[src/design/cube_pkg.sv]
// Shared widths, opcodes, axis codes and sequencer state for the cube machine.
// Every design and bench file refers to these by cube_pkg:: scoped names.
`default_nettype none

package cube_pkg;

	typedef logic [7:0]  word_t;
	typedef logic [15:0] instr_t;
	typedef logic [7:0]  pc_t;
	typedef logic [3:0]  reg_idx_t;
	typedef logic [3:0]  opcode_t;

	// memory and register file sizes
	localparam int MEM_WORDS = 256;
	localparam int REG_COUNT = 16;

	// opcode field, bits 15..12 of the instruction
	localparam opcode_t OP_LI    = 4'd0;
	localparam opcode_t OP_JMP   = 4'd1;
	localparam opcode_t OP_AND   = 4'd2;
	localparam opcode_t OP_R90   = 4'd3;
	localparam opcode_t OP_R180  = 4'd4;
	localparam opcode_t OP_STORE = 4'd5;
	localparam opcode_t OP_LOAD  = 4'd6;
	localparam opcode_t OP_CHECK = 4'd7;
	localparam opcode_t OP_ZNJ   = 4'd8;
	localparam opcode_t OP_JNZ   = 4'd9;
	localparam opcode_t OP_INC   = 4'd10;
	localparam opcode_t OP_DEC   = 4'd11;
	localparam opcode_t OP_HALT  = 4'd12;

	// rotation axis, carried in field c
	localparam reg_idx_t AXIS_X = 4'd0;
	localparam reg_idx_t AXIS_Y = 4'd1;
	localparam reg_idx_t AXIS_Z = 4'd2;

	// corner coordinate bits inside a word
	// twist sits in 1..0, spare bits in 7..5
	localparam int CORNER_X_BIT = 4;
	localparam int CORNER_Y_BIT = 3;
	localparam int CORNER_Z_BIT = 2;

	typedef enum logic {
		IDLE,
		RUN
	} seq_state_e;

endpackage

`default_nettype wire

[src/design/prog_mem.sv]
// 256-word instruction RAM, host write port and combinational fetch port.
`timescale 1ns/10ps
`default_nettype none

module prog_mem (
	input  wire                clk,
	input  wire                we,
	input  cube_pkg::pc_t      waddr,
	input  cube_pkg::instr_t   wdata,
	input  cube_pkg::pc_t      raddr,
	output cube_pkg::instr_t   rdata
);

	cube_pkg::instr_t mem [cube_pkg::MEM_WORDS];

	always_ff @(posedge clk) begin
		if (we)
			mem[waddr] <= wdata;
	end

	assign rdata = mem[raddr];

endmodule

`default_nettype wire

[config.mk]
export PLATFORM = sky130hd
export DESIGN_NAME = prog_mem
export DESIGN_NICKNAME = d
export VERILOG_FILES = /design/src/design/cube_pkg.sv /design/src/design/prog_mem.sv
export SDC_FILE = /design/constraint.sdc
export NUM_CORES = 2
export LEC_CHECK = 0
export ABC_CLOCK_PERIOD_IN_PS = 7200
export BUFFER_PORTS_ARGS = -buffer_cell sky130_fd_sc_hd__buf_2
export CORE_MARGIN = 5
export CORE_UTILIZATION = 55
export DETAILED_ROUTE_END_ITERATION = 10
export HOLD_SLACK_MARGIN = 0.08
export PLACE_DENSITY = 0.7
export SYNTH_ARGS = -nofsm -noshare
export SYNTH_HDL_FRONTEND = slang
export SYNTH_SLANG_ARGS = --single-unit
[constraint.sdc]
create_clock -name clk -period 7.2 [get_ports clk]
set_clock_uncertainty 0.05 [all_clocks]
set_input_delay 0.36 -clock clk [delete_from_list [all_inputs] [get_ports clk]]
set_output_delay 0.36 -clock clk [all_outputs]
set_load 0.01 [all_outputs]
==> impl_metrics.json <==
{
  "hold_viol": 0,
  "fmax_ghz": 0.1780,
  "slew_violations": 0,
  "die_w_um": 546.6,
  "drv_cap": 0,
  "firstDrtPassIters": 6,
  "critPathRequiredTime_ns": 6.79,
  "antenna_found_initial": 22,
  "drive_above_1_share": 0.2422,
  "yosys.cell_types.count": 51,
  "synthCells": 7344,
  "routed_wl_um": 405700,
  "tightest_slew_ns": 1.348,
  "synth_edf_count": 4096,
  "cts_hold_buf": 16,
  "fp.coreArea_um2": 287400,
  "setup_viol": 0,
  "min_from": "waddr[1]",
  "cts_sinks": 4096,
  "top_regs": "mem x4096",
  "cts_root_buf": "clkbuf_16",
  "dp.final_hpwl_um": 234500,
  "finalCritPeriodShare": 0.7802,
  "row_count": 197,
  "synth-seq-area-share": 0.7765,
  "arrival_ns": 5.21,
  "cts_resized": 0,
  "largest_reg_flops": 4096,
  "viasPerCell": 6.702,
  "ys_async_sr_fraction": 0,
  "rsz0062_at_grt": "no",
  "synth_fp_nets": 7378,
  "synth_top_family_by_area": "multiplexers",
  "synthFlopType": "edfxtp_1",
  "die-area_um2": 298800,
  "cp-start-kind": "input pin",
  "largest_register": "mem",
  "cts_buffer_depth": 4,
  "cts_max_level": 5,
  "wl_per_cell_um": 34.22,
  "cts_buffers": 398,
  "drt_iter0_drc": 11270,
  "pwr_density_cell_nw_per_um2": 276.1,
  "grt_pass1_vias": 78110,
  "startpoint": "raddr[0]",
  "crit_path_end_kind": "primary output",
  "tritoncts": "yes",
  "post-route-util": 0.6164,
  "ios": 50,
  "fin_nets": 7782,
  "status": "complete, no violations",
  "grt_pass1_wl_um": 578900,
  "numPortBuffers": 49,
  "clkTransAtPathRegs_ns": 0.07,
  "synth_area_um2": 158400,
  "crit_fanout": 78,
  "synth_compound_area_frac": 0.03544,
  "synth-seq-cells": 4096,
  "ant_nets": 0,
  "grt_max_degree": 166,
  "relSlewSlack": 0.09426,
  "start_util": 0.5511,
  "post_cts.repair.setup_buffers": 0,
  "fin_crit_ns": 5.617,
  "hp-class": "input pin to flip-flop",
  "drc": 0,
  "muxShareOfSynthArea": 0.1553,
  "synth.avg_cell_area_um2": 21.57,
  "vdd_drop_max_uv": 221.9,
  "area_growth_pct": 11.84,
  "path_class": "input pin to primary output",
  "globalplace.congestion": 0.9079,
  "via_count": 79450,
  "num-fill-cells": 19240,
  "p_leak_nw": 56.08,
  "synthAdderAreaFrac": 0,
  "die_h_um": 546.6,
  "synth_xor_area_frac": 0,
  "tns_ns": 0,
  "track_usage": 0.2689,
  "overflow": 0,
  "synth-simple-area-share": 0.01577,
  "yosys_warnings": 0
}
metrics by stage:
step	power [mW]	area, um2	hold WS (ns)	cells	setup slack (ns)
after detailed placement	29.22	164400	0.7899	11110	1.713
after global placement	29.17	164400	0.7853	11110	1.323
after floorplan	28.11	158400	0.4089	7344	4.412
final	48.91	177200	0.2952	11860	1.583
after CTS	49.12	177100	0.2142	11850	1.695
after global routing	50.31	177100	0.2670	11850	1.552
layer usage:
| layer | vias up | GRT usage | routed length, um |
|---|---|---|---|
| met5 | - | 0 | 34 |
| met4 | 6 | 0.1178 | 20270 |
| met3 | 834 | 0.05775 | 43730 |
| met2 | 4762 | 0.4125 | 189900 |
| met1 | 41810 | 0.3791 | 151800 |
| li1 | 32040 | - | - |
critical path, stage by stage:
cell and delay (ns):
buf_12 0.52, buf_12 0.42, buf_4 0.43, mux4_2 0.56, mux2_2 0.27, a22oi_1 0.48, nand2_1 0.32, o32ai_2 0.98
buf_4 0.24, nor4_1 0.11, buf_2 0.24
cell usage in the layout (no fill, tap or decap), drive strengths merged, types with 33 or more instances in the layout:
cell type	Yosys	final
edfxtp	4096	4096
nor3	92	92
mux4	797	797
nand2	38	38
o221ai	253	253
a22oi	43	43
o22ai	148	148
mux2	88	88
clkbuf	230	480
nand3	35	35
buf	222	439
clkinv	0	174
nor2	304	304
a21oi	175	175
o21ai	38	38
bufinv	0	33
mux2i	565	565
cells in the mapped netlist, types with 2 or more instances:
cell       number  area share
nand3_1        35      0.0011
nand2_1        38     0.00090
nand4b_1        3     0.00017
buf_12          5     0.00063
a21oi_1       175      0.0055
buf_4          26      0.0012
a22o_1         32      0.0018
nand2b_1        3     0.00012
o32ai_1        20      0.0011
o21ai_0        37      0.0012
nor4_1         17     0.00067
a21o_1          2    0.000095
nor2_1        304      0.0072
o22ai_1       148      0.0058
and3_1         11     0.00043
buf_1          27     0.00064
a211oi_1       18     0.00085
nor3_1         92      0.0029
or3_1           2    0.000079
mux2_2         88      0.0063
buf_6          77      0.0055
a221oi_1       28      0.0015
and4_1          2     0.00011
nor2b_1         9     0.00036
a2111oi_0       6     0.00033
o31ai_1        16     0.00076
inv_1           3    0.000071
a31oi_1         6     0.00024
or2_2           4     0.00016
mux2i_1       565       0.036
buf_2          76      0.0024
edfxtp_1     4096        0.78
clkbuf_1      230      0.0055
mux4_2        797        0.11
nor4bb_1        2     0.00013
nand4_1        26      0.0010
buf_8          11      0.0010
o221ai_1      252       0.014
a22oi_1        43      0.0020
where the power goes:
group          internal [mW]  total (mW)  switching [mW]
logic                  0.815        2.44            1.63
registers               26.3        26.3          0.0115
clock network           11.5        20.2            8.71
final cells by class:
class	instances	area (um2)	share of cell area
sequential	4096	123000	0.6943
clock buffer	479	10370	0.05854
clock inverter	237	2167	0.01223
tap	3781	4731	0.02670
multi-input combinational	2792	32900	0.1857
antenna	10	25.02	0.0001413
inverter	4	27.53	0.0001554
timing repair buffer	456	3941	0.02225
cells by family (layout without fill, tap and decap cells):
| kind of cell | count (synthesis) | count (layout) |
|---|---|---|
| AO/OA/AOI/OAI | 786 | 786 |
| buffers and inverters | 456 | 1176 |
| flip-flops | 4096 | 4096 |
| multiplexers | 1450 | 1450 |
| other | 0 | 10 |
| AND/OR/NAND/NOR | 556 | 556 |
path summary, 6_finish.rpt:
kind	slack (ns)	cells past startpoint	endpoint
min	0.30	4	mem[171][1]$_DFFE_PP_
max	1.58	11	rdata[9]
No activity file was read; power rests on OpenSTA's default activity.
