File: config.mk
export PLATFORM = sky130hd
export DESIGN_NAME = cube_seq
export DESIGN_NICKNAME = d
export VERILOG_FILES = /design/src/design/cube_pkg.sv /design/src/design/cube_seq.sv
export SDC_FILE = /design/constraint.sdc
export NUM_CORES = 1
export LEC_CHECK = 0
export BUFFER_PORTS_ARGS = -buffer_cell sky130_fd_sc_hd__buf_2
export CAP_MARGIN = 0
export CORE_UTILIZATION = 43
export DETAILED_ROUTE_END_ITERATION = 16
export PLACE_DENSITY_LB_ADDON = 0.15
export SLEW_MARGIN = 25
export SYNTH_ARGS = -nofsm -noshare
export SYNTH_HDL_FRONTEND = slang
export SYNTH_SLANG_ARGS = --single-unit
File: constraint.sdc
create_clock -name clk -period 3.2 [get_ports clk]
set_input_delay 0 -clock clk [delete_from_list [all_inputs] [get_ports clk]]
set_output_delay 0 -clock clk [all_outputs]
set_load 0.02 [all_outputs]
File: src/design/cube_pkg.sv
// Shared widths, opcodes, axis codes and sequencer state for the cube machine.
// Every design and bench file refers to these by cube_pkg:: scoped names.
`default_nettype none

package cube_pkg;

	typedef logic [7:0]  word_t;
	typedef logic [15:0] instr_t;
	typedef logic [7:0]  pc_t;
	typedef logic [3:0]  reg_idx_t;
	typedef logic [3:0]  opcode_t;

	// memory and register file sizes
	localparam int MEM_WORDS = 256;
	localparam int REG_COUNT = 16;

	// opcode field, bits 15..12 of the instruction
	localparam opcode_t OP_LI    = 4'd0;
	localparam opcode_t OP_JMP   = 4'd1;
	localparam opcode_t OP_AND   = 4'd2;
	localparam opcode_t OP_R90   = 4'd3;
	localparam opcode_t OP_R180  = 4'd4;
	localparam opcode_t OP_STORE = 4'd5;
	localparam opcode_t OP_LOAD  = 4'd6;
	localparam opcode_t OP_CHECK = 4'd7;
	localparam opcode_t OP_ZNJ   = 4'd8;
	localparam opcode_t OP_JNZ   = 4'd9;
	localparam opcode_t OP_INC   = 4'd10;
	localparam opcode_t OP_DEC   = 4'd11;
	localparam opcode_t OP_HALT  = 4'd12;

	// rotation axis, carried in field c
	localparam reg_idx_t AXIS_X = 4'd0;
	localparam reg_idx_t AXIS_Y = 4'd1;
	localparam reg_idx_t AXIS_Z = 4'd2;

	// corner coordinate bits inside a word
	// twist sits in 1..0, spare bits in 7..5
	localparam int CORNER_X_BIT = 4;
	localparam int CORNER_Y_BIT = 3;
	localparam int CORNER_Z_BIT = 2;

	typedef enum logic {
		IDLE,
		RUN
	} seq_state_e;

endpackage

`default_nettype wire

File: src/design/cube_seq.sv
// Sequencer: program counter, decode, equal flag and the idle/run FSM.
// Executes one instruction per clock in RUN and pulses done on HALT.
`timescale 1ns/10ps
`default_nettype none

module cube_seq (
	input  wire                 clk,
	input  wire                 rst_n,
	input  wire                 start,
	input  cube_pkg::instr_t    instr,
	output cube_pkg::pc_t       pc,
	output logic                busy,
	output logic                done,
	output cube_pkg::reg_idx_t  ra_idx,
	output cube_pkg::reg_idx_t  rb_idx,
	input  cube_pkg::word_t     ra_data,
	output cube_pkg::opcode_t   alu_op,
	output cube_pkg::reg_idx_t  alu_axis,
	input  cube_pkg::word_t     alu_result,
	input  cube_pkg::word_t     mem_rdata,
	output logic                mem_we,
	output logic                reg_we,
	output cube_pkg::reg_idx_t  wr_idx,
	output cube_pkg::word_t     wr_data
);

	cube_pkg::seq_state_e state;
	cube_pkg::opcode_t    op;
	cube_pkg::reg_idx_t   field_a;
	cube_pkg::reg_idx_t   field_b;
	cube_pkg::reg_idx_t   field_c;
	cube_pkg::word_t      imm;
	logic                 eq_flag;
	logic                 take_jump;
	logic                 running;

	assign op      = instr[15:12];
	assign field_a = instr[11:8];
	assign field_b = instr[7:4];
	assign field_c = instr[3:0];
	assign imm     = instr[7:0];

	assign running = (state == cube_pkg::RUN);
	assign busy    = running;
	assign done    = running && (op == cube_pkg::OP_HALT);

	// CHECK compares reg[a], everything else reads reg[c] on port a
	assign ra_idx   = (op == cube_pkg::OP_CHECK) ? field_a : field_c;
	assign rb_idx   = field_b;
	assign alu_op   = op;
	assign alu_axis = field_c;
	assign wr_idx   = field_a;

	always_comb begin
		case (op)
			cube_pkg::OP_JMP: take_jump = 1'b1;
			cube_pkg::OP_ZNJ: take_jump = ~eq_flag;
			cube_pkg::OP_JNZ: take_jump = eq_flag;
			default:          take_jump = 1'b0;
		endcase
	end

	// write-back source and strobes
	always_comb begin
		reg_we  = 1'b0;
		mem_we  = 1'b0;
		wr_data = alu_result;
		case (op)
			cube_pkg::OP_LI: begin
				reg_we  = running;
				wr_data = imm;
			end
			cube_pkg::OP_LOAD: begin
				reg_we  = running;
				wr_data = mem_rdata;
			end
			cube_pkg::OP_AND,
			cube_pkg::OP_R90,
			cube_pkg::OP_R180,
			cube_pkg::OP_INC,
			cube_pkg::OP_DEC: reg_we = running;
			cube_pkg::OP_STORE: mem_we = running;
			default: ;
		endcase
	end

	always_ff @(posedge clk or negedge rst_n) begin
		if (!rst_n) begin
			state   <= cube_pkg::IDLE;
			pc      <= '0;
			eq_flag <= 1'b0;
		end else begin
			case (state)
				cube_pkg::IDLE: begin
					if (start) begin
						state <= cube_pkg::RUN;
						pc    <= '0;
					end
				end
				cube_pkg::RUN: begin
					if (op == cube_pkg::OP_HALT)
						state <= cube_pkg::IDLE;
					else if (take_jump)
						pc <= imm;
					else
						pc <= pc + 8'd1;
					if (op == cube_pkg::OP_CHECK)
						eq_flag <= (ra_data == imm);
				end
				default: state <= cube_pkg::IDLE;
			endcase
		end
	end

endmodule

`default_nettype wire

==> impl_metrics.yaml <==
hold_path:
  hold_path_class: "primary input to flip-flop"
timing:
  relSlewSlack: 0.473
  rsz0062_at_grt: "false"
  fin_setup_tns_ps: 0
  max_clock_freq_mhz: 589
  hold_slack_ps: 57.6
  worst_pin_slew_ps: 784
  slew_violations: 0
  finalClockSkew_ps: 8.73
  fin_crit_sh: 0.531
  setup-violations-final: 0
  hold_viol_final: 0
  min_period_ps: 1700
critical_path:
  cp-start-kind: "flip-flop"
  required_ps: 3340
  max_stage_delay_ps: 490
  crit_buf_inv: 0
  critPathMaxFanout: 17
  cp_cell_sequence: "and2b_1 > xnor2_1 > nor3_4 > mux2i_1 > o21ai_0"
  cp-end-kind: "flip-flop"
  critPathArrivalTime_ps: 1840
  cpLargestDelayFamily: "simple AND/OR/NAND/NOR gates"
  crit_type: "flip-flop to flip-flop"
  crit_slowest_cell: "nor3_4"
floorplanning:
  die_area_um2: 2750
  die_y_um: 52.5
  rows: 17
  io_pins: 83
  fp.dieW_um: 52.5
  design.core.area_um2: 2300
  floorplan.initialDensity: 0.477
job:
  drv_cap: 0
final_layout:
  fin_nets: 241
  area.growth.synth_to_final_pct: 29.9
  final_area_um2: 1420
  insertedDiodeCount: 0
  final_core_util: 0.619
  drive_gt1_frac: 0.487
  nFillCells: 209
power:
  p_leak_uw: 0.000741
  p_per_area_nw_per_um2: 442
  ir_drop_mv: 0.337
synth:
  netlist_area_um2: 1090
  netlist_instances: 128
  ys_types: 39
  ys_top_cells_by_count: "nand2_1, buf_4, dfrtp_1"
  syn_nets: 172
  syn_area_per_cell_um2: 8.55
  yosysTopAreaCellShare: 0.229
  synth_ff_type: "dfrtp_1"
  ys_top_cells_by_area: "dfrtp_1, buf_4, nand2_1"
  async_flop_share: 1.00
  yosysWarnings: 0
  yosysTopAreaCell: "dfrtp_1"
  yosysMostFrequentCell: "nand2_1"
  synth_seq_cells: 10
  seq_area_frac_synth: 0.229
  synth_edf_count: 0
cts:
  cts_buffer_depth: 2
  root_buffer: "clkbuf_4"
  clk_pin_slew_ps: 80
  htreeDepth: 1
  post-cts-setup-buffers: 0
  cts_tree: "built"
  cts_made_buffers: 3
  ctsResizeCount: 0
  clock_latency_ps: 280
  postCtsHoldBufs: 1
  clock-sinks: 10
detailed_routing:
  num_vias: 1216
  first_pass_iters: 4
  post_drt_wl_per_cell_um: 14.0
  routed_wl_um: 3130
  dr.first_iter.drc_count: 30
  drcViolationCount: 0
  ant_nets: 0
  routed_via_density: 5.45
global_routing:
  grt_pass1_vias: 1026
  antenna_found_initial: 0
  grt-ovfl-total: 0
  grtUsageTotal: 0.234
  grt_pass1_wl_um: 4670
  grt_max_degree: 18
placement:
  gp_congestion: 0.849
  io_buffers: 82
  dp_hpwl_um: 2480
  placedInstanceArea_um2: 1390
status:
  status: "complete, no violations"
path summary, 6_finish.rpt:
check                           startpoint      end  slack [ps]  depth (start not counted)
worst max-delay path               eq_flag    pc[1]        1500                          5
worst min-delay path            ra_data[4]  eq_flag          60                          4
worst max register to register     eq_flag    pc[1]        1500                          5
worst min register to register     eq_flag  eq_flag         530                          2
max in group asynchronous            rst_n    pc[7]        2890                          2
min in group asynchronous            rst_n    pc[5]         110                          2
power by group:
part	switching (µW)	total, µW	internal, µW
Combinational	189	320	131
Sequential	51.5	216	165
Clock	49.7	93.3	43.7
registers in the layout, indices dropped and copies added, names as in the netlist:
signal / flops
busy: 1
eq_flag: 1
pc: 8
cells by family after synthesis:
logic type | after synthesis | share of synthesized area
xor+xnor | 10 | 0.0800
simple gates | 52 | 0.294
compound gates | 24 | 0.163
buf+inv | 24 | 0.154
flops | 10 | 0.229
fa+ha+maj | 1 | 0.0114
mux | 7 | 0.0686
area by class of cell:
class | instances | area (µm²) | area share
sequential | 10 | 250 | 0.176
tap | 28 | 35.0 | 0.0246
clock buffer | 3 | 22.5 | 0.0158
timing repair buffer | 83 | 420 | 0.296
inverter | 5 | 18.8 | 0.0132
multi-input combinational | 94 | 676 | 0.475
metrics by stage:
step | setup slack, ps | cells | total power [µW]
5_1_grt | 1370 | 223 | 672
2_1_floorplan | 1750 | 128 | 423
3_3_place_gp | 1640 | 219 | 525
6_report | 1500 | 223 | 629
4_1_cts | 1490 | 223 | 629
3_5_place_dp | 1500 | 219 | 538
tightest hold or removal path, delay by kind of cell:
family	cells	cell delay, ps
buffers and inverters	1	80
AND/OR/NAND/NOR	1	80
AO/OA/AOI/OAI	1	70
XOR/XNOR	1	60
layer usage:
metal,part of all wire,vias to the layer above,wire length (µm),track usage
li1,-,591,-,-
met1,0.42,554,1310,0.277
met2,0.48,67,1500,0.411
met3,0.093,4,291,0.0435
met4,0.011,0,33,0.0921
met5,0,-,0,0
cells in the final DEF (no fill, tap or decap):
cell	n
a211o_2	1
a22oi_1	8
a2bb2oi_1	1
a32oi_1	5
and2_1	1
and2b_1	1
and3_1	2
buf_2	82
clkbuf_4	3
dfrtp_1	10
dlygate4sd3_1	1
ha_1	1
inv_1	5
mux2_2	4
mux2i_1	3
nand2_1	21
nand2b_1	2
nand2b_4	1
nand3_1	7
nand4_1	2
nand4b_1	2
nor2_1	2
nor2b_1	1
nor3_1	2
nor3_4	1
nor3b_2	1
nor4_2	1
nor4bb_4	1
o211ai_1	1
o21ai_0	3
o21ai_1	1
o22ai_1	2
o31ai_1	1
o41ai_1	1
or4_1	2
or4b_1	2
xnor2_1	9
xor2_1	1
Power figures use the tool's default switching activity.
