--- config.mk ---
export PLATFORM = sky130hd
export DESIGN_NAME = reg_file
export DESIGN_NICKNAME = d
export VERILOG_FILES = /design/src/design/cube_pkg.sv /design/src/design/reg_file.sv
export SDC_FILE = /design/constraint.sdc
export NUM_CORES = 1
export LEC_CHECK = 0
export BUFFER_PORTS_ARGS = -buffer_cell sky130_fd_sc_hd__buf_2
export CAP_MARGIN = 20
export CORE_ASPECT_RATIO = 1.25
export CORE_UTILIZATION = 45
export DETAILED_ROUTE_END_ITERATION = 10
export GPL_ROUTABILITY_DRIVEN = 0
export PLACE_DENSITY = 0.61
export RECOVER_POWER = 100
export SYNTH_ARGS = -nofsm -noshare
export SYNTH_HDL_FRONTEND = slang
export SYNTH_SLANG_ARGS = --single-unit
--- constraint.sdc ---
create_clock -name clk -period 5.39 [get_ports clk]
set_input_delay 1.078 -clock clk [delete_from_list [all_inputs] [get_ports clk]]
set_output_delay 1.078 -clock clk [all_outputs]
set_load 0.02 [all_outputs]
--- src/design/cube_pkg.sv ---
// Shared widths, opcodes, axis codes and sequencer state for the cube machine.
// Every design and bench file refers to these by cube_pkg:: scoped names.
`default_nettype none

package cube_pkg;

	typedef logic [7:0]  word_t;
	typedef logic [15:0] instr_t;
	typedef logic [7:0]  pc_t;
	typedef logic [3:0]  reg_idx_t;
	typedef logic [3:0]  opcode_t;

	// memory and register file sizes
	localparam int MEM_WORDS = 256;
	localparam int REG_COUNT = 16;

	// opcode field, bits 15..12 of the instruction
	localparam opcode_t OP_LI    = 4'd0;
	localparam opcode_t OP_JMP   = 4'd1;
	localparam opcode_t OP_AND   = 4'd2;
	localparam opcode_t OP_R90   = 4'd3;
	localparam opcode_t OP_R180  = 4'd4;
	localparam opcode_t OP_STORE = 4'd5;
	localparam opcode_t OP_LOAD  = 4'd6;
	localparam opcode_t OP_CHECK = 4'd7;
	localparam opcode_t OP_ZNJ   = 4'd8;
	localparam opcode_t OP_JNZ   = 4'd9;
	localparam opcode_t OP_INC   = 4'd10;
	localparam opcode_t OP_DEC   = 4'd11;
	localparam opcode_t OP_HALT  = 4'd12;

	// rotation axis, carried in field c
	localparam reg_idx_t AXIS_X = 4'd0;
	localparam reg_idx_t AXIS_Y = 4'd1;
	localparam reg_idx_t AXIS_Z = 4'd2;

	// corner coordinate bits inside a word
	// twist sits in 1..0, spare bits in 7..5
	localparam int CORNER_X_BIT = 4;
	localparam int CORNER_Y_BIT = 3;
	localparam int CORNER_Z_BIT = 2;

	typedef enum logic {
		IDLE,
		RUN
	} seq_state_e;

endpackage

`default_nettype wire

--- src/design/reg_file.sv ---
// Sixteen 8-bit registers, two combinational read ports, one clocked write port.
`timescale 1ns/10ps
`default_nettype none

module reg_file (
	input  wire                 clk,
	input  wire                 rst_n,
	input  cube_pkg::reg_idx_t  ra_idx,
	input  cube_pkg::reg_idx_t  rb_idx,
	output cube_pkg::word_t     ra_data,
	output cube_pkg::word_t     rb_data,
	input  wire                 we,
	input  cube_pkg::reg_idx_t  wr_idx,
	input  cube_pkg::word_t     wr_data
);

	cube_pkg::word_t regs [cube_pkg::REG_COUNT];

	assign ra_data = regs[ra_idx];
	assign rb_data = regs[rb_idx];

	always_ff @(posedge clk or negedge rst_n) begin
		if (!rst_n) begin
			for (int i = 0; i < cube_pkg::REG_COUNT; i++)
				regs[i] <= '0;
		end else if (we) begin
			regs[wr_idx] <= wr_data;
		end
	end

endmodule

`default_nettype wire

==> results of run 1 <==
==> logic make-up (layout without fill, tap and decap cells) <==
group	count (synthesis)	count (layout)	share of synthesized area [%]
buffers and inverters	34	73	2.302
AND/OR/NAND/NOR	48	48	3.824
multiplexers	192	192	42.78
flip-flops	128	128	47.53
other	0	1	0
AO/OA/AOI/OAI	32	32	3.565
==> power groups by stage <==
stage / sequential [mW] / clock, mW / combinational [mW]
final: 1.35 / 1.15 / 0.669
after floorplan: 1.30 / 0 / 0.535
after global placement: 1.34 / 0 / 0.662
after global routing: 1.38 / 1.22 / 0.724
after CTS: 1.35 / 1.17 / 0.681
after detailed placement: 1.36 / 0 / 0.679
==> metrics by stage <==
stage	total power, mW	cell area [µm²]	hold slack, ns	cells
final	3.169	7630	0.4971	652
after global routing	3.323	7630	0.5054	652
after CTS	3.199	7655	0.4379	650
after detailed placement	2.039	7054	0.5039	620
after global placement	2.006	7054	0.4864	620
after floorplan	1.837	6739	0.4773	434
==> cell usage after synthesis, types with 2 or more instances <==
cell type and number:
nor2_1 3, nand3b_1 4, nand2_1 18, buf_2 10, or3_1 3, buf_1 6
buf_4 4, mux2_2 104, and2_1 2, nor2b_1 4, mux2_1 24, nor2_2 9
mux4_2 64, clkbuf_1 14, dfrtp_1 128, a22oi_1 32, nand2b_1 2
==> layout by cell type, fill, tap and decap left out <==
cell type	n
a22oi_1	32
and2_1	2
and3_1	1
buf_12	2
buf_16	1
buf_2	24
bufinv_16	2
clkbuf_1	17
clkbuf_16	17
clkbuf_8	7
clkinv_2	3
dfrtp_1	128
diode_2	1
mux2_1	25
mux2_2	103
mux4_2	64
nand2_1	18
nand2b_1	2
nand3_1	1
nand3b_1	4
nor2_1	12
nor2b_1	4
nor3b_1	1
or3_1	3
==> area by class of cell <==
| cell class | instances | area (µm²) |
|---|---|---|
| multi-input combinational | 272 | 3353 |
| timing repair buffer | 43 | 247.7 |
| clock inverter | 5 | 75.07 |
| sequential | 128 | 3203 |
| fill | 1250 | 6900 |
| antenna | 1 | 2.502 |
| clock buffer | 25 | 525.5 |
| tap | 178 | 222.7 |
==> metal layers <==
metal | GRT usage [%] | up-vias
met2 | 37.50 | 107
li1 | - | 1757
met5 | 0 | -
met3 | 5.769 | 23
met4 | 8.393 | 0
met1 | 30.53 | 2193
==> path summary, 6_finish.rpt <==
kind                                 from          to  cells past startpoint  slack, ns
worst max-delay path            ra_idx[0]  ra_data[1]                      6       0.86
max in group asynchronous           rst_n    regs[92]                      2       2.27
min in group clk                 regs[90]    regs[90]                      1       0.51
worst max register to register   regs[68]    regs[68]                      1       4.58
worst min register to register   regs[90]    regs[90]                      1       0.51
worst min-delay path                rst_n    regs[79]                      1       0.50
==> results_dict.tcl, run 1 <==
set metrics [dict create \
    outcome "complete, but fails checks" \
    violations "DRC, capacitance limit, slew limit" \
    cpMaxStageDelayCell "clkbuf_1" \
    largest_register "regs" \
    final_core_utilization_pct 52.51 \
    root_buffer "clkbuf_16" \
    avgRoutedWirePerCell_um 25.02 \
    yosysTopAreaCell "dfrtp_1" \
    die_h_um 138.8 \
    net-switching-power_mw 0.8187 \
    core_area_um2 14530 \
    synth_nets 457 \
    dp_slack_ns 1.358 \
    grt_overflow 0 \
    grt_pass1_vias 4434 \
    wl_met1_um 6940 \
    cap_violations 2 \
    firstDrtPassIters 7 \
    async_flop_share_pct 100.0 \
    largest_reg_flops 128 \
    intPower_mw 2.350 \
    critical_path.max_fanout 18 \
    dieWidth_um 111.5 \
    layout.nets 485 \
    biggestRegsByFlops "regs x128" \
    final_antenna_net_count 0 \
    ioPinCount 39 \
    ir_drop_mv 0.2120 \
    fin_crit_sh_pct 84.11 \
    highest_layer "met4" \
    critPathLaunchType "input pin" \
    pwr-share-clk_pct 36.4 \
    synthDistinctLibCells 20 \
    critPathKind "in2out" \
    num_rows 49 \
    grtUsageTotal_pct 23.21 \
    tightest_slew_ns 2.482 \
    dr_wl_met2_um 8138 \
    rsz0062_at_grt "false" \
    cts_htree_levels 4 \
    crit_buf_inv 3 \
    hold_class "in2async" \
    worstPathCellList "clkbuf_1 -> buf_12 -> mux4_2 -> a22oi_1 -> nand2_1 -> buf_2" \
    clock_latency_ns 0.41 \
    slew_violations 77 \
    slowest_delay_ns 0.96 \
    power_frac_seq_pct 42.5 \
    clock_sinks 128 \
    setup_viol 0 \
    grt_max_degree 80 \
    drtIter0Drc 220 \
    critPathTopFamily "buffers and inverters" \
    die_area_um2 15470 \
    via_count 4080 \
    fin_skew_ns 0 \
    cts_buffers 17 \
    fin_crit_ns 4.534 \
    ys_seq_area_share_pct 47.53 \
    swShare_pct 25.84 \
    hold_viol 0 \
    cts_tree "yes" \
    route.detailed.drc 6 \
    synth-edff-count 0 \
    antenna_found_initial 1 \
    start_util_pct 46.38 \
    relSlewSlack_pct -65.49 \
    power_density_nw_per_um2 415.3 \
    tns_ns 0 \
    clk_transition_reported_paths_ns 0.05 \
    synth_area_leaders "dfrtp_1, mux4_2, mux2_2, mux2_1, a22oi_1" \
    cts_hold_buf 0 \
    cp.required_ns 4.31 \
    comb_power_share_pct 21.1 \
    fmax_mhz 220.6 \
    synth-seq-cells 128 \
    synthCells 434 \
    critical_path_arrival_ns 3.46 \
    synth_top_area_share_pct 47.53 \
    grt_pass1_wl_um 25970 \
    syn-cell-area_um2 6739 \
    post-cts-setup-buffers 0 \
    wl_met3_um 935 \
    power_leakage_nw 3.171 \
    hpwl_um 10670 \
    drive_gt1_share_pct 47.15 \
    portBuffers 38 \
    viasPerCell 6.258 \
    avgSynthCellArea_um2 15.53 \
    cp-end-kind "output pin" \
    synth_ff_type "dfrtp_1" \
    syn2layout_area_growth_pct 13.22 \
    clock_tree.buffer_depth 2 \
    wl_um 16310 \
    yosys_warnings 0 \
    fin_ws_ns 0.8564 \
    cts.repair.resized 0 \
]
Power figures use the tool's default switching activity.
==> inputs of run 2 (changes only) <==
==> constraint.sdc (replaced) <==
create_clock -name clk -period 4.6 [get_ports clk]
set_input_delay 0.92 -clock clk [delete_from_list [all_inputs] [get_ports clk]]
set_output_delay 0.92 -clock clk [all_outputs]
set_load 0.02 [all_outputs]
==> results_dict.tcl, run 2 (synthesis gave the netlist of run 1 again) <==
set metrics [dict create \
    via_count 4167 \
    dieWidth_um 111.5 \
    clock_latency_ns 0.42 \
    start_util_pct 46.38 \
    cts_hold_buf 0 \
    busiest_layer "met2" \
    layout.nets 490 \
    met2_usage_pct 36.94 \
    fin_crit_sh_pct 80.41 \
    crit_end "ra_data[2]" \
    cpMaxStageDelayCell "clkbuf_2" \
    root_buffer "clkbuf_16" \
    hold_class "reg2reg" \
    crit_buf_inv 3 \
    post-cts-setup-buffers 0 \
    avgRoutedWirePerCell_um 26.73 \
    hold_viol 0 \
    outcome "complete, but fails checks" \
    firstDrtPassIters 7 \
    final_antenna_net_count 0 \
    cts_tree "yes" \
    die_h_um 138.8 \
    hpwl_um 10800 \
    ir_drop_mv 0.2686 \
    seq_area_um2 3203 \
    grtUsageTotal_pct 24.67 \
    drive_gt1_share_pct 48.54 \
    viasPerCell 6.333 \
    fin_ws_ns 0.9009 \
    power_mw 3.670 \
    gr-usage-met3_pct 5.769 \
    grt_util_met1_pct 33.86 \
    portBuffers 38 \
    worstPathCellList "clkbuf_2 -> clkbuf_1 -> mux4_2 -> a22oi_1 -> nand2_1 -> clkbuf_1" \
    cpMostUsedCell "clkbuf_1" \
    ioPinCount 39 \
    critical_path_arrival_ns 2.78 \
    fin_skew_ns 0 \
    fin_cells 658 \
    timing.hold.ws_ns 0.5121 \
    violations "DRC" \
    cts_htree_levels 4 \
    cap_violations 0 \
    critPathTopFamily "buffers and inverters" \
    power_density_nw_per_um2 480.8 \
    dp_cells 626 \
    drtIter0Drc 278 \
    setup_viol 0 \
    critical_path.max_fanout 28 \
    placed_area_um2 7112 \
    critPathLaunchType "input pin" \
    fillers 1199 \
    tightest_slew_ns 1.228 \
    grt_pass1_wl_um 27520 \
    tns_ns 0 \
    clock_tree.buffer_depth 2 \
    final_area_um2 7632 \
    cp.required_ns 3.68 \
    slowest_delay_ns 0.67 \
    worstReg2RegEnd "regs[29]" \
    slew_violations 0 \
    grt_max_degree 129 \
    core_area_um2 14530 \
    dp_slack_ns 1.107 \
    cp-end-kind "output pin" \
    insertedDiodeCount 0 \
    fin_crit_ns 3.699 \
    largest_register "regs" \
    cts_buffers 17 \
    final_core_utilization_pct 52.53 \
    multi_input_area_um2 3353 \
    critPathKind "in2out" \
    crit_path_start "ra_idx[1]" \
    wl_um 17590 \
    antenna_found_initial 0 \
    reg2reg_from "regs[29]" \
    largest_reg_flops 128 \
    fmax_mhz 270.3 \
    crit_cells 6 \
    rsz0062_at_grt "false" \
    syn2layout_area_growth_pct 13.26 \
    grt_pass1_vias 4505 \
    final_common_cell "dfrtp_1" \
    relSlewSlack_pct 17.84 \
    clk_transition_reported_paths_ns 0.05 \
    route.detailed.drc 7 \
    die_area_um2 15470 \
    rr_worst_depth 1 \
    cts.repair.resized 0 \
    num_rows 49 \
    biggestRegsByFlops "regs x128" \
    r2r_slack_ns 3.77 \
    power_leakage_nw 3.169 \
    clock_sinks 128 \
    grt_overflow 0 \
    most-common-layout-cells "dfrtp_1, mux2_2, mux4_2" \
]
[run 2: cell count changes in the layout (fill, tap and decap cells not counted), moves of 2 or more]
cell        before  now
clkbuf_8         7    0
buf_4            0    6
clkinvlp_4       0    4
clkinv_2         3    6
clkinv_4         0    3
buf_2           24   22
clkbuf_1        17   15
clkbuf_2         0    2
[run 2: final cells by class]
class / count / area share [%]
clock buffer: 17 / 5.574
timing repair buffer: 48 / 3.689
multi-input combinational: 272 / 43.93
tap: 178 / 2.918
clock inverter: 15 / 1.918
sequential: 128 / 41.97
[run 2: per-layer routing]
layer  share of wire [%]  vias up
met2                  48      128
met4                 2.7        0
met5                   0        -
met1                  42     2244
li1                    -     1762
met3                 7.2       33
[run 2: report_power, final]
| group | internal, mW | leakage [nW] | switching, mW |
|---|---|---|---|
| clock | 0.791 | 0.274 | 0.502 |
| combinational | 0.475 | 1.33 | 0.321 |
| sequential | 1.39 | 1.57 | 0.190 |
| total | 2.66 | 3.17 | 1.01 |
[run 2: worst min-delay path by stage]
stage,start,cells past startpoint,endpoint
floorplan,regs[24],1,regs[24]
global placement,regs[56],1,regs[56]
detailed placement,regs[25],1,regs[25]
CTS,regs[58],1,regs[58]
global route,regs[27],1,regs[27]
finish,regs[60],1,regs[60]
