[config.mk]
export PLATFORM = sky130hd
export DESIGN_NAME = cube_alu
export DESIGN_NICKNAME = d
export VERILOG_FILES = /design/src/design/cube_pkg.sv /design/src/design/cube_alu.sv
export SDC_FILE = /design/constraint.sdc
export NUM_CORES = 1
export LEC_CHECK = 0
export ABC_AREA = 1
export BUFFER_PORTS_ARGS = -buffer_cell sky130_fd_sc_hd__buf_4
export CORE_MARGIN = 2
export CORE_UTILIZATION = 50
export DETAILED_ROUTE_END_ITERATION = 8
export PLACE_DENSITY_LB_ADDON = 0.25
export SLEW_MARGIN = 15
export SYNTH_ARGS = -nofsm -noshare
export SYNTH_HDL_FRONTEND = slang
export SYNTH_SLANG_ARGS = --single-unit
[constraint.sdc]
create_clock -name vclk -period 2.4
set_input_delay 0.48 -clock vclk [all_inputs]
set_output_delay 0.48 -clock vclk [all_outputs]
set_load 0.005 [all_outputs]
[src/design/cube_pkg.sv]
// Shared widths, opcodes, axis codes and sequencer state for the cube machine.
// Every design and bench file refers to these by cube_pkg:: scoped names.
`default_nettype none

package cube_pkg;

	typedef logic [7:0]  word_t;
	typedef logic [15:0] instr_t;
	typedef logic [7:0]  pc_t;
	typedef logic [3:0]  reg_idx_t;
	typedef logic [3:0]  opcode_t;

	// memory and register file sizes
	localparam int MEM_WORDS = 256;
	localparam int REG_COUNT = 16;

	// opcode field, bits 15..12 of the instruction
	localparam opcode_t OP_LI    = 4'd0;
	localparam opcode_t OP_JMP   = 4'd1;
	localparam opcode_t OP_AND   = 4'd2;
	localparam opcode_t OP_R90   = 4'd3;
	localparam opcode_t OP_R180  = 4'd4;
	localparam opcode_t OP_STORE = 4'd5;
	localparam opcode_t OP_LOAD  = 4'd6;
	localparam opcode_t OP_CHECK = 4'd7;
	localparam opcode_t OP_ZNJ   = 4'd8;
	localparam opcode_t OP_JNZ   = 4'd9;
	localparam opcode_t OP_INC   = 4'd10;
	localparam opcode_t OP_DEC   = 4'd11;
	localparam opcode_t OP_HALT  = 4'd12;

	// rotation axis, carried in field c
	localparam reg_idx_t AXIS_X = 4'd0;
	localparam reg_idx_t AXIS_Y = 4'd1;
	localparam reg_idx_t AXIS_Z = 4'd2;

	// corner coordinate bits inside a word
	// twist sits in 1..0, spare bits in 7..5
	localparam int CORNER_X_BIT = 4;
	localparam int CORNER_Y_BIT = 3;
	localparam int CORNER_Z_BIT = 2;

	typedef enum logic {
		IDLE,
		RUN
	} seq_state_e;

endpackage

`default_nettype wire

[src/design/cube_alu.sv]
// Combinational ALU: AND, corner quarter and half turns, increment, decrement.
// Rotations touch only the x/y/z bits of the word on port b.
`timescale 1ns/10ps
`default_nettype none

module cube_alu (
	input  cube_pkg::opcode_t   op,
	input  cube_pkg::reg_idx_t  axis,
	input  cube_pkg::word_t     a,
	input  cube_pkg::word_t     b,
	output cube_pkg::word_t     result
);

	logic            x;
	logic            y;
	logic            z;
	cube_pkg::word_t quarter;
	cube_pkg::word_t half;

	assign x = b[cube_pkg::CORNER_X_BIT];
	assign y = b[cube_pkg::CORNER_Y_BIT];
	assign z = b[cube_pkg::CORNER_Z_BIT];

	always_comb begin
		quarter = b;
		half    = b;
		case (axis)
			cube_pkg::AXIS_X: begin
				quarter[cube_pkg::CORNER_Y_BIT] = z;
				quarter[cube_pkg::CORNER_Z_BIT] = ~y;
				half[cube_pkg::CORNER_Y_BIT]    = ~y;
				half[cube_pkg::CORNER_Z_BIT]    = ~z;
			end
			cube_pkg::AXIS_Y: begin
				quarter[cube_pkg::CORNER_Z_BIT] = x;
				quarter[cube_pkg::CORNER_X_BIT] = ~z;
				half[cube_pkg::CORNER_Z_BIT]    = ~z;
				half[cube_pkg::CORNER_X_BIT]    = ~x;
			end
			cube_pkg::AXIS_Z: begin
				quarter[cube_pkg::CORNER_X_BIT] = y;
				quarter[cube_pkg::CORNER_Y_BIT] = ~x;
				half[cube_pkg::CORNER_X_BIT]    = ~x;
				half[cube_pkg::CORNER_Y_BIT]    = ~y;
			end
			// unknown axis leaves the corner where it is
			default: ;
		endcase
	end

	always_comb begin
		case (op)
			cube_pkg::OP_AND:  result = a & b;
			cube_pkg::OP_R90:  result = quarter;
			cube_pkg::OP_R180: result = half;
			cube_pkg::OP_INC:  result = a + 8'd1;
			cube_pkg::OP_DEC:  result = a - 8'd1;
			default:           result = '0;
		endcase
	end

endmodule

`default_nettype wire

==> summary.md, run 1 <==
| Metric | Value |
|---|---|
| Number of global-route vias before repair | `860` |
| Final WS setup | `10.26 ps` |
| Antenna Cells | `0` |
| Layout cells sized above 1 | `39.13%` |
| Cells after Synth | `143` |
| DP Cell Count | `195` |
| Cell mode on critical path | `nand2_1` |
| Post-route ant nets | `0` |
| Initial Util | `53.56%` |
| Vias per inst | `5.884` |
| Die Span X | `41.34 um` |
| Avg WL per Cell | `14.38 um` |
| Cells along the critical path | `buf_4, inv_2, nor2_4, nand2_4, buf_6, nand2_2, nand3_1, o21bai_2, nand2_1, nand2_1, nand2_1, nand3_1, nand2_1, buf_4` |
| Core Footprint | `1301 um2` |
| YS warnings | `0` |
| Global Route Usage Sum | `27.53%` |
| Fmax achieved | `418.5 MHz` |
| Slowest stage cell, crit path | `o21bai_2` |
| Hold Fails Final Rpt | `0` |
| Final #Nets | `213` |
| Worst Min Path Start | `b[6]` |
| Final Slew Violations | `0` |
| Hold Path End | `result[6]` |
| Required @ worst endpoint | `1920 ps` |
| Flop pwr share | `0%` |
| Tot Pwr | `178.4 uW` |
| Area of the multi-input gates | `705.7 um2` |
| Setup violators final | `0` |
| I/O Buffers | `32` |
| Final sequential cell count | `0` |
| Avg Cell Area, Syn | `4.874 um2` |
| Crit Path Class | `input port to primary output` |
| Row cnt | `13` |
| Clock buf count | `0` |
| Placer Congestion | `0.8802` |
| Maxcap violations | `0` |
| Tcrit/Tclk final | `99.57%` |
| Clock power frac | `0%` |
| Ports | `32` |
| First-pass iteration count of the detailed router | `5` |
| CP Max Fanout | `4` |
| P per Cell Area | `157.2 nW/um2` |
| Cell area after layout | `1135 um2` |
| Slew Limit Headroom | `69.52%` |
| CP max stage delay | `200 ps` |
| Pint | `82.14 uW` |
| Sequential share of the synthesized area | `0%` |
| First-iteration detailed-routing DRC count | `80` |
| Crit path DAT | `1910 ps` |
| Reg area | `0 um2` |
| Largest net degree at the start of global routing | `9` |
| Peak supply drop | `94.57 uV` |
| Least-Margin Pin Slew | `455.5 ps` |
| Yosys cell types | `26` |
| Worst setup SP type | `input port` |
| DRC viols | `0` |
| Die Y | `41.34 um` |
| GRT overflow | `0` |
| Gate power share | `100.0%` |
| Number of fill cells | `75` |
| Setup TNS | `0 ps` |
| Post-layout util | `87.21%` |
| CP endpoint kind | `primary output` |
| Lkg Pwr | `0.6406 nW` |
| Hold WS | `1221 ps` |
| Area delta synth->final | `62.84%` |
| DP HPWL | `1802 um` |
| Placed cell area | `993.5 um2` |
| Post-Layout Cell Count | `199` |
| Worst hold path type | `input port to primary output` |
| Final wirelength | `2862 um` |
| Mapped Area | `696.9 um2` |
| Post-Place Setup Slack | `-10.76 ps` |
| NetSw | `96.27 uW` |
| DIE AREA | `1709 um2` |
| Crit path time final | `2390 ps` |
| Sw frac | `53.96%` |
| Syn_nets | `170` |
| Hold path depth | `4` |
| First-pass GRT wire length | `3270 um` |
| Status | `completed` |
| Detailed-route via count | `1,171` |
| Antenna violations before repair | `0` |
worst max-delay path by stage:
stage / start / end / slack (ps) / cells after the start
detailed placement: op[0] / result[7] / -10 / 14
global placement: op[2] / result[4] / 60 / 13
CTS: op[0] / result[7] / 3 / 14
global route: op[3] / result[7] / -60 / 14
floorplan: op[0] / result[7] / 280 / 11
finish: op[3] / result[7] / 10 / 14
cells in the final DEF (no fill, tap or decap), drive strengths merged:
cell type	Yosys	final
a22o	1	1
o22ai	1	1
or2	1	1
xor2	1	1
nand3	26	26
o2bb2ai	1	1
nand2	51	51
buf	0	41
o211ai	2	2
nand4	1	1
nor3	1	1
ha	3	3
nor2	13	13
a211oi	1	1
o21ai	9	9
inv	25	25
o2111ai	1	1
nand3b	1	1
o21bai	1	1
a21oi	3	3
power groups by stage:
stage / registers, mW / clock network [mW] / logic [mW]
after floorplan: 0 / 0 / 0.0719
after global placement: 0 / 0 / 0.139
after detailed placement: 0 / 0 / 0.144
after CTS: 0 / 0 / 0.146
after global routing: 0 / 0 / 0.194
final: 0 / 0 / 0.178
synthesized netlist by cell type (2+ instances only):
cell       n  share of area [%]
nand2_1   45                 24
nand3_1   26                 19
inv_1     22                 12
nor2_1    12                6.5
o21ai_0    7                5.0
nand2_2    5                4.5
ha_1       3                5.4
inv_2      3                1.6
a21oi_1    2                1.4
o211ai_1   2                2.2
layer usage:
layer,vias to the layer above,routed length (um),GRT usage (%)
li1,555,-,-
met1,507,1076,31.96
met2,84,1424,56.64
met3,25,240,1.596
met4,0,121,0.8065
met5,-,0,0
kinds of logic after synthesis:
| group | Yosys count | share of synthesized area [%] |
|---|---|---|
| simple gates | 94 | 60.68 |
| fa+ha+maj | 3 | 5.387 |
| buf+inv | 25 | 13.46 |
| xor+xnor | 1 | 1.257 |
| compound gates | 20 | 19.21 |
area by class of cell:
class                      instances  area share (%)
inverter                          25           8.710
timing repair buffer              41           27.45
tap                               15           1.654
multi-input combinational        118           62.18
worst max-delay path, delay by kind of cell:
kind	cells	cell delay, ps
compound gates	1	200
buf+inv	4	420
simple gates	9	800
repair_timing:
action / 4_1_cts / 5_1_grt
gates resized for setup: 1 / 26
setup endpoints to repair: 1 / 5
hold buffers: 0 / 0
setup buffers: 0 / 4
pin swaps: 0 / 11
No activity file was read; power rests on OpenSTA's default activity.
==> run 2: changes to the inputs <==
--- a/config.mk
+++ b/config.mk
@@ -5,12 +5,12 @@
 export SDC_FILE = /design/constraint.sdc
 export NUM_CORES = 1
 export LEC_CHECK = 0
-export ABC_AREA = 1
 export BUFFER_PORTS_ARGS = -buffer_cell sky130_fd_sc_hd__buf_4
 export CORE_MARGIN = 2
 export CORE_UTILIZATION = 50
 export DETAILED_ROUTE_END_ITERATION = 8
 export PLACE_DENSITY_LB_ADDON = 0.25
+export REMOVE_ABC_BUFFERS = 1
 export SLEW_MARGIN = 15
 export SYNTH_ARGS = -nofsm -noshare
 export SYNTH_HDL_FRONTEND = slang
==> summary.md, run 2 <==
| Metric | Value |
|---|---|
| Cts hold-fix bufs | `0 (unchanged)` |
| Mapped Area | `684.4 um2 (-1.8%)` |
| Setup TNS | `-480.9 ps (-480.9 ps)` |
| Yosys cell types | `38 (+46%)` |
| Setup violators final | `5 (+5)` |
| Tot Pwr | `182.1 uW (+2.0%)` |
| Commonest non-fill, non-tap cell in the layout | `buf_4` |
| Antenna violations before repair | `0 (unchanged)` |
| Synth top area share | `10.24% (-14 points)` |
| Ports | `32 (unchanged)` |
| Fmax achieved | `393.3 MHz (-6.0%)` |
| Antenna Cells | `0 (unchanged)` |
| First-iteration detailed-routing DRC count | `48 (-40%)` |
| Most frequent cell after synthesis | `o21ai_0` |
| Peak supply drop | `108.4 uV (+15%)` |
| Synth cell count leaders | `13 x o21ai_0, 10 x nor2_1, 8 x inv_1, 8 x nand2_1, 8 x xnor2_1` |
| Die Y | `41.00 um (-0.82%)` |
| Least-Margin Pin Slew | `438.9 ps (-16.58 ps)` |
| DP HPWL | `1710 um (-5.1%)` |
| Slew Limit Headroom | `70.51% (+0.99 points)` |
| Status | `complete, but fails checks` |
| DP Cell Count | `159 (-18%)` |
| Final WS setup | `-142.3 ps (-152.5 ps)` |
| Initial Util | `53.26% (-0.30 points)` |
| Sequential share of the synthesized area | `0% (unchanged)` |
| Gate power share | `100.0% (about the same)` |
| Crit path time final | `2542 ps (+152.5 ps)` |
| First-pass GRT wire length | `3484 um (+6.5%)` |
| Lkg Pwr | `0.4877 nW (-24%)` |
| Clock power frac | `0% (unchanged)` |
| Maxcap violations | `0 (unchanged)` |
| Final Slew Violations | `0 (unchanged)` |
| CP endpoint kind | `primary output` |
| P per Cell Area | `173.0 nW/um2 (+10%)` |
| Pint | `92.24 uW (+12%)` |
| Synth area leaders | `xnor2_1 10%, o21ai_0 9.5%, ha_1 5.5%, nor2_1 5.5%, nand3_1 4.4%` |
| Crit Path Class | `input port to primary output` |
| Tcrit/Tclk final | `105.9% (+6.4 points)` |
| Final #Nets | `176 (-17%)` |
| Avg WL per Cell | `15.73 um (+9.4%)` |
| Most frequent cells in the layout | `46 x buf_4, 12 x o21ai_0, 10 x nor2_1, 8 x inv_1, 7 x xnor2_1` |
| Post-Place Setup Slack | `-259.6 ps (-248.9 ps)` |
| Reg area | `0 um2 (unchanged)` |
| Detailed-route via count | `1,017 (-13%)` |
| Post-route ant nets | `0 (unchanged)` |
| Hold WS | `1271 ps (+49.26 ps)` |
| Area delta synth->final | `53.75%` |
| Hold Path End | `result[5]` |
| Clock buf count | `0 (unchanged)` |
| NetSw | `89.82 uW (-6.7%)` |
| Placer Congestion | `0.8635 (-1.9%)` |
| Number of global-route vias before repair | `851 (-1.0%)` |
| CP Max Fanout | `4 (unchanged)` |
| Hold Fails Final Rpt | `0 (unchanged)` |
| Post-Layout Cell Count | `162 (-19%)` |
| Required @ worst endpoint | `1920 ps (about the same)` |
| Final sequential cell count | `0 (unchanged)` |
| Final wirelength | `2548 um (-11%)` |
| Worst setup SP type | `input port` |
| Cells after Synth | `107 (-25%)` |
| DRC viols | `0 (unchanged)` |
| Sw frac | `49.33% (-4.6 points)` |
| Core Footprint | `1285 um2 (-1.3%)` |
| YS warnings | `0 (unchanged)` |
| Crit path DAT | `2060 ps (+150 ps)` |
| RSZ-0062 raised after global routing | `true` |
| Largest net degree at the start of global routing | `15 (+6)` |
| Flop pwr share | `0% (unchanged)` |
| Vias per inst | `6.278 (+6.7%)` |
| Hold path depth | `4 (unchanged)` |
| Avg Cell Area, Syn | `6.396 um2 (+31%)` |
| Layout cells sized above 1 | `38.78% (-0.35 points)` |
| Worst Min Path Start | `b[5]` |
| Global Route Usage Sum | `29.69% (+2.2 points)` |
| Die Span X | `41.00 um (-0.82%)` |
| Worst hold path type | `input port to primary output` |
| Row cnt | `13 (unchanged)` |
| I/O Buffers | `32 (unchanged)` |
| DIE AREA | `1681 um2 (-1.6%)` |
| GRT overflow | `0 (unchanged)` |
| Area leader, netlist | `xnor2_1` |
| Failing checks | `setup timing` |
| First-pass iteration count of the detailed router | `4 (-1)` |
run 2: timing repair:
| action | 4_1_cts | 5_1_grt |
|---|---|---|
| gates cloned | 0 | 0 |
| pin swaps | 7 | 9 |
| resized for setup | 4 | 7 |
| endpoints found under the setup margin | 4 | 5 |
| setup buffers | 0 | 3 |
run 2: cells by family (layout without fill, tap and decap cells):
| group | Yosys count | after routing | synth area share, % |
|---|---|---|---|
| AO/OA/AOI/OAI | 35 | 35 | 32.54 |
| XOR/XNOR | 11 | 11 | 14.08 |
| adder cells (fa/ha/maj) | 3 | 3 | 5.485 |
| buffers and inverters | 15 | 55 | 12.61 |
| multiplexers | 1 | 1 | 1.463 |
| AND/OR/NAND/NOR | 42 | 42 | 33.82 |
run 2: worst max-delay path, cell delays in order:
cell and delay (ps):
buf_6 90, nand4b_4 190, xnor2_2 190, ha_4 180, nor2_1 50, mux2i_1 200, xor2_1 190, nor2_1 50
or3_1 300, buf_4 140
run 2: cell type report:
cell class / instances / area, um2
inverters: 8 / 30.03
well taps: 15 / 18.77
fillers: 95 / 232.7
multi-input cells: 92 / 646.9
repair buffers: 47 / 356.6
run 2: per-layer routing:
| layer | wire length, um | GRT usage (%) | vias to the layer above |
|---|---|---|---|
| li1 | - | - | 479 |
| met1 | 1005 | 35.26 | 454 |
| met2 | 1281 | 57.42 | 74 |
| met3 | 206 | 1.087 | 10 |
| met4 | 55 | 5.833 | 0 |
| met5 | 0 | 0 | - |
run 2: worst max path at each step:
stage,cells after the start,start,slack (ps),end
after floorplan,8,op[2],-60,result[7]
after global placement,10,op[2],-290,result[2]
after detailed placement,10,op[2],-260,result[2]
after CTS,10,op[2],-160,result[2]
after global routing,10,op[2],-240,result[2]
final,10,op[2],-140,result[2]
run 2: per-stage QoR:
stage	utilization (%)	cell area, um2
floorplan	-	628.1
global placement	76.05	977.2
detailed placement	76.05	977.2
CTS	77.80	999.7
global route	81.89	1052
finish	81.89	1052
run 2: power groups by stage:
stage | Combinational (mW) | Sequential (mW) | Clock [mW]
final | 0.182 | 0 | 0
after global routing | 0.197 | 0 | 0
after CTS | 0.166 | 0 | 0
after detailed placement | 0.161 | 0 | 0
after global placement | 0.157 | 0 | 0
after floorplan | 0.0693 | 0 | 0
==> run 3: changes to the inputs <==
--- a/config.mk
+++ b/config.mk
@@ -10,6 +10,7 @@
 export CORE_UTILIZATION = 50
 export DETAILED_ROUTE_END_ITERATION = 8
 export PLACE_DENSITY_LB_ADDON = 0.25
+export RECOVER_POWER = 25
 export REMOVE_ABC_BUFFERS = 1
 export SLEW_MARGIN = 15
 export SYNTH_ARGS = -nofsm -noshare
==> summary.md, run 3 (synthesis results as in run 2) <==
| Metric | Value |
|---|---|
| Core Footprint | `1285 um2 (unchanged)` |
| CP endpoint kind | `primary output` |
| DP Cell Count | `159 (unchanged)` |
| Slew Limit Headroom | `70.51% (unchanged)` |
| Avg WL per Cell | `15.72 um (about the same)` |
| Vias per inst | `6.333 (+0.88%)` |
| Antenna Cells | `0 (unchanged)` |
| Clock buf count | `0 (unchanged)` |
| Cells along the critical path | `buf_6, nand4b_4, xnor2_2, ha_4, nor2_1, mux2i_1, xor2_1, nor2_1, or3_1, buf_4` |
| Worst hold path type | `input port to primary output` |
| Failing checks | `setup timing` |
| Reg area | `0 um2 (unchanged)` |
| Tcrit/Tclk final | `105.9% (about the same)` |
| Crit path time final | `2542 ps (-0.5480 ps)` |
| Crit Path Class | `input port to primary output` |
| Row cnt | `13 (unchanged)` |
| RSZ-0062 raised after global routing | `true` |
| Layout cells sized above 1 | `38.78% (unchanged)` |
| Post-Layout Cell Count | `162 (unchanged)` |
| Post-route ant nets | `0 (unchanged)` |
| Worst setup SP type | `input port` |
| Post-Place Setup Slack | `-259.6 ps (unchanged)` |
| Area delta synth->final | `53.38%` |
| DP HPWL | `1710 um (unchanged)` |
| Final WS setup | `-141.7 ps (+0.5480 ps)` |
| GR Layer Usage met3 | `1.087% (unchanged)` |
| I/O Buffers | `32 (unchanged)` |
| GRT overflow | `0 (unchanged)` |
| Ports | `32 (unchanged)` |
| Slowest stage cell, crit path | `or3_1` |
| Grt peak-use layer | `met2` |
| P per Cell Area | `172.9 nW/um2 (about the same)` |
| Placer Congestion | `0.8635 (unchanged)` |
| Maxcap violations | `0 (unchanged)` |
| Antenna violations before repair | `0 (unchanged)` |
| Detailed-route via count | `1,026 (+0.88%)` |
| Status | `complete, but fails checks` |
| Global Route Usage Sum | `29.69% (unchanged)` |
| Final sequential cell count | `0 (unchanged)` |
| DIE AREA | `1681 um2 (unchanged)` |
| Crit path DAT | `2060 ps (about the same)` |
| Least-Margin Pin Slew | `438.9 ps (unchanged)` |
| Most frequent cells in the layout | `45 x buf_4, 12 x o21ai_0, 10 x nor2_1, 8 x inv_1, 7 x xnor2_1` |
| First-pass GRT wire length | `3484 um (unchanged)` |
| Required @ worst endpoint | `1920 ps (about the same)` |
| Cts hold-fix bufs | `0 (unchanged)` |
| Final #Nets | `176 (unchanged)` |
| First-pass iteration count of the detailed router | `4 (unchanged)` |
| Die Span X | `41.00 um (unchanged)` |
| Number of fill cells | `96 (+1.1%)` |
| Commonest non-fill, non-tap cell in the layout | `buf_4` |
| Largest net degree at the start of global routing | `15 (unchanged)` |
| Lkg Pwr | `0.4870 nW (-0.13%)` |
| Initial Util | `53.26% (unchanged)` |
| M2 GR Usage | `57.42% (unchanged)` |
| Cell mode on critical path | `nor2_1` |
| Final wirelength | `2546 um (about the same)` |
| Fmax achieved | `393.4 MHz (about the same)` |
| Hold Fails Final Rpt | `0 (unchanged)` |
| Hold WS | `1271 ps (unchanged)` |
| Number of global-route vias before repair | `851 (unchanged)` |
| CP Max Fanout | `4 (unchanged)` |
| DRC viols | `0 (unchanged)` |
| CP max stage delay | `300 ps (about the same)` |
| Final Slew Violations | `0 (unchanged)` |
| First-iteration detailed-routing DRC count | `47 (-2.1%)` |
| Peak supply drop | `105.9 uV (-2.3%)` |
| Setup violators final | `5 (unchanged)` |
| Grt met1 use | `35.26% (unchanged)` |
| Die Y | `41.00 um (unchanged)` |
[run 3: repair_timing]
action / 4_1_cts / 5_1_grt
gates cloned: 0 / 0
resized for setup: 4 / 7
pin swaps: 7 / 9
setup buffers: 0 / 3
setup endpoints to repair: 4 / 5
[run 3: worst paths after layout]
| kind | to | depth (start not counted) | slack, ps | startpoint |
|---|---|---|---|---|
| worst max-delay path | result[2] | 10 | -140 | op[2] |
| worst min-delay path | result[5] | 4 | 1270 | b[5] |
[run 3: layer usage]
layer,part of all wire [%],wire [um]
met5,0,0
met4,2.2,57
met3,7.7,197
met2,50,1276
met1,40,1014
[run 3: final cells by class]
cell class	instances	area (um2)	share of cell area [%]
repair buffers	47	354.1	33.73
inverters	8	30.03	2.861
multi-input cells	92	646.9	61.62
well taps	15	18.77	1.788
[run 3: through the flow]
stage          setup TNS [ps]  utilization (%)  instance area (um2)  total power, mW
5_1_grt                -936.3            81.69                 1050           0.1964
4_1_cts                -316.0            77.80                999.7           0.1656
2_1_floorplan          -131.7                -                628.1          0.06926
3_5_place_dp           -730.3            76.05                977.2           0.1610
6_report               -488.5            81.69                 1050           0.1815
3_3_place_gp           -666.1            76.05                977.2           0.1566
[run 3: where the power goes]
| group | switching (mW) | internal, mW |
|---|---|---|
| Clock | 0 | 0 |
| Combinational | 0.0898 | 0.0917 |
| Sequential | 0 | 0 |
[run 3: critical path, delay by kind of cell]
kind | cells | cell delay [ps]
simple gates | 4 | 590
xor+xnor | 2 | 380
buf+inv | 2 | 230
fa+ha+maj | 1 | 180
mux | 1 | 200
